<file path="src/include/bpred_settings.svh">
// Branch target buffer geometry

`ifndef BPRED_SETTINGS_SVH
`define BPRED_SETTINGS_SVH

// Number of direct-mapped banks
`define BP_NBANKS 4

// Entries in each bank
`define BP_SETS_PER_BANK 8

// Tag bits kept per entry
`define BP_TAG_BITS 8

// Index widths follow from the counts above
`define BP_BANK_BITS $clog2(`BP_NBANKS)
`define BP_SET_BITS $clog2(`BP_SETS_PER_BANK)

`endif

</file>
<file path="src/rv32_types_pkg.sv">
// RV32 base types

package rv32_types_pkg;

    // Native register width of RV32
    parameter int WORD_SIZE = 32;

    // Plain data word
    typedef logic [WORD_SIZE-1:0] word_t;

    // Program counter
    // Same width as a data word on RV32, kept as its own name so that
    // address paths read as addresses
    typedef word_t pc_t;

endpackage

</file>
<file path="src/bpred_pkg.sv">
// Branch predictor types

`include "bpred_settings.svh"

package bpred_pkg;

    import rv32_types_pkg::*;

    // Index and tag vectors
    typedef logic [`BP_BANK_BITS-1:0] bank_idx_t;
    typedef logic [`BP_SET_BITS-1:0]  set_idx_t;
    typedef logic [`BP_TAG_BITS-1:0]  tag_t;

    // 2-bit hysteresis counter, MSB set means predict taken
    typedef enum logic [1:0] {
        SNT = 2'b00, // strongly not taken
        WNT = 2'b01, // weakly not taken
        WT  = 2'b10, // weakly taken
        ST  = 2'b11  // strongly taken
    } ctr_t;

    // PC split into BTB fields
    typedef struct packed {
        logic [$bits(pc_t)-`BP_TAG_BITS-`BP_SET_BITS-`BP_BANK_BITS-2:0] ignore; // above the tag
        tag_t      tag;
        set_idx_t  set;
        bank_idx_t bank;
        logic      half;   // always 0, PCs are halfword aligned
    } pc_fields_t;

    // One BTB entry
    typedef struct packed {
        logic valid;
        tag_t tag;
        pc_t  target;
        ctr_t ctr;
    } btb_entry_t;

    // Lookup from fetch
    typedef struct packed {
        pc_t  pc;
        logic is_branch;
        logic is_rvc;      // compressed, falls through by 2
    } lookup_req_t;

    // Lookup as seen by a bank
    typedef struct packed {
        set_idx_t set;
        tag_t     tag;
        pc_t      pc;
        logic     is_branch;
        logic     is_rvc;
    } bank_req_t;

    // Resolved branch from execute
    typedef struct packed {
        logic valid;       // write on this edge
        pc_t  pc;
        pc_t  target;
        logic taken;
    } bp_update_t;

    // Bank stage register contents
    typedef struct packed {
        logic hit;
        pc_t  target;
        ctr_t ctr;
        pc_t  pc;
        logic is_branch;
        logic is_rvc;
    } bank_resp_t;

    // Final prediction back to fetch
    typedef struct packed {
        pc_t  pc;
        logic taken;
        pc_t  next_pc;
    } prediction_t;

endpackage

</file>
<file path="src/branch_predictor.sv">
// Banked branch target buffer

`timescale 1ns/10ps

`include "bpred_settings.svh"

module branch_predictor
    import bpred_pkg::*;
(
    input  logic        CLK,
    input  logic        nRST,
    input  logic        req_valid,
    output logic        req_ready,
    input  lookup_req_t req,
    output logic        resp_valid,
    input  logic        resp_ready,
    output prediction_t pred,
    input  bp_update_t  update
);

    logic                  advance;
    logic                  accept;      // lookup handshake
    bank_req_t             bank_req;
    logic [`BP_NBANKS-1:0] bank_sel;
    logic [`BP_NBANKS-1:0] upd_sel;
    logic [`BP_NBANKS-1:0] stage_valid;
    bank_resp_t            bank_resp [`BP_NBANKS];

    assign req_ready = advance;
    assign accept    = req_valid && advance;

    btb_dispatch btb_dispatch_i (
        .CLK      (CLK),
        .nRST     (nRST),
        .req      (req),
        .accept   (accept),
        .update   (update),
        .bank_req (bank_req),
        .bank_sel (bank_sel),
        .upd_sel  (upd_sel)
    );

    // One bank per PC bank index
    for (genvar b = 0; b < `BP_NBANKS; b++) begin : g_bank
        btb_bank btb_bank_i (
            .CLK         (CLK),
            .nRST        (nRST),
            .lookup_en   (bank_sel[b]),
            .req         (bank_req),
            .advance     (advance),
            .upd_en      (upd_sel[b]),
            .update      (update),
            .stage_valid (stage_valid[b]),
            .resp        (bank_resp[b])
        );
    end

    btb_collect btb_collect_i (
        .CLK         (CLK),
        .nRST        (nRST),
        .stage_valid (stage_valid),
        .resp        (bank_resp),
        .resp_ready  (resp_ready),
        .advance     (advance),
        .resp_valid  (resp_valid),
        .pred        (pred)
    );

endmodule

</file>
<file path="src/btb_bank.sv">
// Direct-mapped BTB bank

`timescale 1ns/10ps

`include "bpred_settings.svh"

module btb_bank
    import bpred_pkg::*;
(
    input  logic       CLK,
    input  logic       nRST,
    input  logic       lookup_en,   // this bank owns the lookup
    input  bank_req_t  req,
    input  logic       advance,     // downstream can move
    input  logic       upd_en,      // this bank owns the update
    input  bp_update_t update,
    output logic       stage_valid,
    output bank_resp_t resp
);

    // Entry array
    btb_entry_t [`BP_SETS_PER_BANK-1:0] entries;

    pc_fields_t up_f;
    btb_entry_t up_old;     // entry at update set
    ctr_t       up_prior;   // counter the update starts from
    ctr_t       up_ctr;
    btb_entry_t up_new;
    btb_entry_t rd_entry;   // entry at lookup set
    logic       rd_hit;

    assign up_f   = update.pc;
    assign up_old = entries[up_f.set];

    // Tag miss or empty slot counts as SNT
    assign up_prior = (up_old.valid && (up_old.tag == up_f.tag)) ? up_old.ctr : SNT;

    // Hysteresis counter
    always_comb begin
        case (up_prior)
            SNT:     up_ctr = update.taken ? WNT : SNT;
            WNT:     up_ctr = update.taken ? ST  : SNT;
            ST:      up_ctr = update.taken ? ST  : WT;
            WT:      up_ctr = update.taken ? ST  : SNT;
            default: up_ctr = SNT;
        endcase
    end

    // New entry always takes the resolved tag and target
    always_comb begin
        up_new.valid  = 1'b1;
        up_new.tag    = up_f.tag;
        up_new.target = update.target;
        up_new.ctr    = up_ctr;
    end

    always_ff @(posedge CLK, negedge nRST) begin
        if (!nRST) begin
            entries <= '0; // all invalid
        end else if (upd_en) begin
            entries[up_f.set] <= up_new;
        end
    end

    // Lookup read, sees the array before a same-edge write
    assign rd_entry = entries[req.set];
    assign rd_hit   = rd_entry.valid && (rd_entry.tag == req.tag);

    // Stage valid, holds while downstream stalls
    always_ff @(posedge CLK, negedge nRST) begin
        if (!nRST) begin
            stage_valid <= 1'b0;
        end else if (advance) begin
            stage_valid <= lookup_en;
        end
    end

    // Stage payload
    always_ff @(posedge CLK) begin
        if (advance) begin
            resp.hit       <= rd_hit;
            resp.target    <= rd_entry.target;
            resp.ctr       <= rd_entry.ctr;
            resp.pc        <= req.pc;
            resp.is_branch <= req.is_branch;
            resp.is_rvc    <= req.is_rvc;
        end
    end

    // A stalled lookup must not be lost before collect takes it
    a_stage_hold: assert property (
        @(posedge CLK) disable iff (!nRST)
        (stage_valid && !advance) |=> stage_valid
    ) else $error("bank stage dropped a lookup during stall");

endmodule

</file>
<file path="src/btb_collect.sv">
// BTB result collect and output register

`timescale 1ns/10ps

`include "bpred_settings.svh"

module btb_collect
    import rv32_types_pkg::*;
    import bpred_pkg::*;
(
    input  logic                  CLK,
    input  logic                  nRST,
    input  logic [`BP_NBANKS-1:0] stage_valid,
    input  bank_resp_t            resp [`BP_NBANKS],
    input  logic                  resp_ready,
    output logic                  advance,
    output logic                  resp_valid,
    output prediction_t           pred
);

    bank_resp_t  sel;        // response from the valid bank
    logic        any_valid;
    logic        taken;
    pc_t         fall_through;
    prediction_t nxt_pred;

    // Output register free or draining
    assign advance = !resp_valid || resp_ready;

    // At most one bank holds a lookup
    always_comb begin
        sel = '0;
        for (int b = 0; b < `BP_NBANKS; b++) begin
            if (stage_valid[b]) begin
                sel = resp[b];
            end
        end
    end

    assign any_valid = |stage_valid;

    // Prediction
    assign taken        = sel.hit && sel.is_branch && sel.ctr[1]; // counter MSB
    assign fall_through = sel.pc + (sel.is_rvc ? pc_t'(2) : pc_t'(4));

    always_comb begin
        nxt_pred.pc      = sel.pc;
        nxt_pred.taken   = taken;
        nxt_pred.next_pc = taken ? sel.target : fall_through;
    end

    // Output valid
    always_ff @(posedge CLK, negedge nRST) begin
        if (!nRST) begin
            resp_valid <= 1'b0;
        end else if (advance) begin
            resp_valid <= any_valid;
        end
    end

    // Output payload
    always_ff @(posedge CLK) begin
        if (advance) begin
            pred <= nxt_pred;
        end
    end

    // Dispatch and banks together keep only one lookup per stage
    a_one_stage_valid: assert property (
        @(posedge CLK) disable iff (!nRST)
        $onehot0(stage_valid)
    ) else $error("more than one bank stage valid");

    // Stalled response stays put until fetch takes it
    a_pred_stable: assert property (
        @(posedge CLK) disable iff (!nRST)
        (resp_valid && !resp_ready) |=> (resp_valid && $stable(pred))
    ) else $error("prediction changed while stalled");

endmodule

</file>
<file path="src/btb_dispatch.sv">
// BTB request dispatch

`timescale 1ns/10ps

`include "bpred_settings.svh"

module btb_dispatch
    import bpred_pkg::*;
(
    input  logic                   CLK,
    input  logic                   nRST,
    input  lookup_req_t            req,
    input  logic                   accept,   // lookup taken this edge
    input  bp_update_t             update,
    output bank_req_t              bank_req,
    output logic [`BP_NBANKS-1:0]  bank_sel, // one-hot lookup enable
    output logic [`BP_NBANKS-1:0]  upd_sel   // one-hot write enable
);

    pc_fields_t lk_f;
    pc_fields_t up_f;

    // Overlay the field layout on both PCs
    assign lk_f = req.pc;
    assign up_f = update.pc;

    // Shared request, every bank sees the same fields
    always_comb begin
        bank_req.set       = lk_f.set;
        bank_req.tag       = lk_f.tag;
        bank_req.pc        = req.pc;
        bank_req.is_branch = req.is_branch;
        bank_req.is_rvc    = req.is_rvc;
    end

    // Bank decode
    always_comb begin
        bank_sel = '0;
        upd_sel  = '0;
        for (int b = 0; b < `BP_NBANKS; b++) begin
            // Only an accepted lookup reaches a bank
            if (accept && (lk_f.bank == bank_idx_t'(b))) begin
                bank_sel[b] = 1'b1;
            end
            if (update.valid && (up_f.bank == bank_idx_t'(b))) begin
                upd_sel[b] = 1'b1; // execute write
            end
        end
    end

    // An accepted lookup lands in exactly one bank, otherwise none is enabled
    a_bank_sel_onehot: assert property (
        @(posedge CLK) disable iff (!nRST)
        accept ? $onehot(bank_sel) : (bank_sel == '0)
    ) else $error("bank_sel not one-hot for accepted lookup");

endmodule

</file>
<file path="config.mk">
export PLATFORM = sky130hd
export DESIGN_NAME = branch_predictor
export DESIGN_NICKNAME = d
export VERILOG_FILES = /design/src/rv32_types_pkg.sv /design/src/bpred_pkg.sv /design/src/branch_predictor.sv /design/src/btb_bank.sv /design/src/btb_collect.sv /design/src/btb_dispatch.sv
export VERILOG_INCLUDE_DIRS = /design/src /design/src/include
export SDC_FILE = /design/constraint.sdc
export NUM_CORES = 2
export LEC_CHECK = 0
export BUFFER_PORTS_ARGS = -buffer_cell sky130_fd_sc_hd__buf_4
export CORE_ASPECT_RATIO = 0.5
export CORE_UTILIZATION = 45
export CTS_CLUSTER_DIAMETER = 150
export DETAILED_ROUTE_END_ITERATION = 8
export SLEW_MARGIN = 5
export SYNTH_ARGS = -nofsm -noshare
export SYNTH_HDL_FRONTEND = slang
export SYNTH_SLANG_ARGS = --single-unit
export TNS_END_PERCENT = 1
</file>
<file path="constraint.sdc">
create_clock -name CLK -period 6.7 [get_ports CLK]
set_input_delay 1.005 -clock CLK [delete_from_list [all_inputs] [get_ports CLK]]
set_output_delay 1.005 -clock CLK [all_outputs]
set_load 0.02 [all_outputs]
</file>
==> results.ini <==
[sta]
setup_tns_ns=0
worstMarginPinSlew_ns=1.39
slew_viol_final=0
final.setup.worst_slack_ns=2.33
slew_headroom_pct=6.96
fin_skew_ns=0.0249
min_period_ns=4.37
setup_violations=0
post-route-period-util_pct=65.2
clock.fmax_mhz=229
rsz0062_at_grt=false
hold_violations=0
holdWs_ns=0.270

[place]
dpl_cell_area_um2=77600
io_buffers=151
gp_congestion=0.894
dp_hpwl_um=132000
dp_slack_ns=1.69
dp.cells=7829

[synth]
synth_edf_count=235
synth_area_leaders=dfrtp_1, mux2_2, mux4_2
synth.most_common_cell=nand2_1
synth_area_um2=74300
ys_ff_latch=1616
synth_nets=5981
synth_top_area_share_pct=46.5
ys.flop_type=dfrtp_1
ys_async_sr_fraction_pct=85.5
avgSynthCellArea_um2=12.7
yosysWarnings=0
yosysTopAreaCell=dfrtp_1
syn_inst=5866
yosysUniqueCellTypes=71
synth_top_cells_by_count=nand2_1, dfrtp_1, mux2_2
seq_area_frac_synth_pct=56.0

[pwr]
p_leak_nw=37.9
finalPower_mw=26.4
powerDensity_nw_per_um2=319
ir_drop_mv=0.217

[setup_path]
cp.buffers_inverters=2
critPathMaxFanout=33
cpPeakStageDelay_ns=0.72
critPathRequiredTime_ns=7.36
critical_path.cell_chain=buf_4 > nor2b_2 > buf_4 > a221oi_1 > o22ai_1 > xnor2_1 > nand4_1 > or4_1 > ha_1 > a21oi_1 > or2_2 > o21ai_0
critPathCaptureType=flop
arrival_ns=5.03
cp_top_family=simple AND/OR/NAND/NOR gates
worst-setup-path-type=primary input to flop
cp_common_cell=buf_4
slowest_stage=nor2b_2
crit_path_start_kind=primary input

[worst_hold_path]
hold_class=primary input to asynchronous set/reset pin

[global_routing]
grt_start_max_net_pins=162
grtUsageTotal_pct=26.9
grt_overflow_total=0
grt_pass1_wl_um=331000
antenna_found_initial=12
busiest_layer=met2
use_met3_pct=7.96
use_met2_pct=41.5
grt_use_met1_pct=36.8
grt_pass1_vias=50100

[clock_network]
htreeDepth=4
cts_tree=yes
path_clk_slew_ns=0.06
postCtsSetupBuffers=0
cts.sinks=1616
hold_buffers=0
ctsLongestPathBuffers=3
clk_latency_ns=0.78
cts_buffers=155
cts_resized=0
clock-root-buffer=clkbuf_16

[drt]
avgRoutedWirePerCell_um=27.5
postRouteWirelength_um=223000
drc=0
via_per_inst=5.94
ant_nets=0
drtPass1Iterations=5
drt-initial-drc-count=4506
vias=48200

[finish]
final_core_util_pct=50.5
finish.instance_area_um2=82800
stdcell_count=8118
nNetsFinal=5908
syn_to_final_growth_pct=11.4
drive_gt1_share_pct=32.5

[floorplanning]
io_pins=171
start_util_pct=45.3
fp.dieW_um=577
dieArea_um2=167000
die_h_um=289
std_cell_rows=105
fp.coreArea_um2=164000

[job]
maxCapViolCount=0

[status]
status=finished, final reports clean

-- worst register-to-register path, stage by stage, from the launching register on --
cell,delay (ns)
dfrtp_2,0.35
buf_4,0.38
and3_1,0.36
a311oi_1,0.08
a211oi_1,0.59
o21ai_4,0.12
buf_4,0.33
a211oi_2,1.35
a21oi_1,0.09
-- cells by family (layout without fill, tap and decap cells) --
kind of cell / Yosys count / count (layout) / share of synthesized area [%]
buffers and inverters: 515 / 572 / 2.91
AOI/OAI and AO/OA: 276 / 276 / 2.59
adders and majority gates: 11 / 11 / 0.195
DFF: 1616 / 1616 / 56.0
muxes: 1403 / 1403 / 26.5
and+or+nand+nor: 1957 / 1957 / 10.7
other: 0 / 2 / 0
xor gates and xnor gates: 88 / 88 / 1.04
-- registers in the layout, indices dropped and copies added, names as in the netlist --
signal and cells:
btb_collect_i.pred 65, g_bank.btb_bank_i.resp 170, g_bank.btb_bank_i.entries 1376, btb_collect_i.resp_valid 1, g_bank.btb_bank_i.stage_valid 4
-- power breakdown --
part | total (mW) | switching (mW) | internal (mW)
logic | 4.43 | 2.14 | 2.29
clock network | 8.99 | 3.84 | 5.15
registers | 13.0 | 1.01 | 12.0
-- layer usage --
layer | share of wire, % | vias to the layer above
li1 | - | 20400
met1 | 42 | 25400
met2 | 45 | 1943
met3 | 9.7 | 391
met4 | 2.9 | 4
met5 | 0.010 | -
-- cell usage in the layout, fill, tap and decap left out, types with 24 or more instances in the layout --
cell type / count
a21oi_1: 47
a221oi_1: 56
and2_1: 30
buf_4: 251
clkbuf_1: 45
clkbuf_16: 165
clkbuf_8: 33
dfrtp_1: 1378
edfxtp_1: 235
mux2_2: 968
mux2i_1: 78
mux4_2: 357
nand2_1: 1635
nand2b_1: 27
nor2_1: 24
nor2b_1: 40
nor3_1: 38
o21ai_0: 52
xnor2_1: 44
xor2_1: 44
-- worst paths after layout --
kind / start / endpoint / slack [ns] / depth (start not counted)
max in group asynchronous: nRST / g_bank[3].btb_bank_i.entries[295]$_DFFE_PN0P_ / 4.86 / 2
setup / recovery: update[37] / g_bank[1].btb_bank_i.entries[173]$_DFFE_PN0P_ / 2.33 / 12
setup reg to reg: g_bank[1].btb_bank_i.stage_valid$_DFFE_PN0N_ / btb_collect_i.pred[29]$_DFFE_PN_ / 2.73 / 8
hold / removal: nRST / g_bank[3].btb_bank_i.entries[136]$_DFFE_PN0P_ / 0.27 / 1
min in group CLK: req[22] / g_bank[3].btb_bank_i.resp[22]$_DFFE_PN_ / 0.40 / 1
hold reg to reg: g_bank[3].btb_bank_i.entries[312]$_DFFE_PN0P_ / g_bank[3].btb_bank_i.entries[312]$_DFFE_PN0P_ / 0.47 / 2
-- final cells by class --
cell class	instances	area (um2)
clock inverter	44	435
fill	14000	81100
clock buffer	243	4750
multi-input combinational	3735	30900
sequential	1616	41600
inverter	15	60.1
tap	2193	2740
antenna	2	5.00
timing repair buffer	270	2250
No activity file was read; power rests on OpenSTA's default activity.
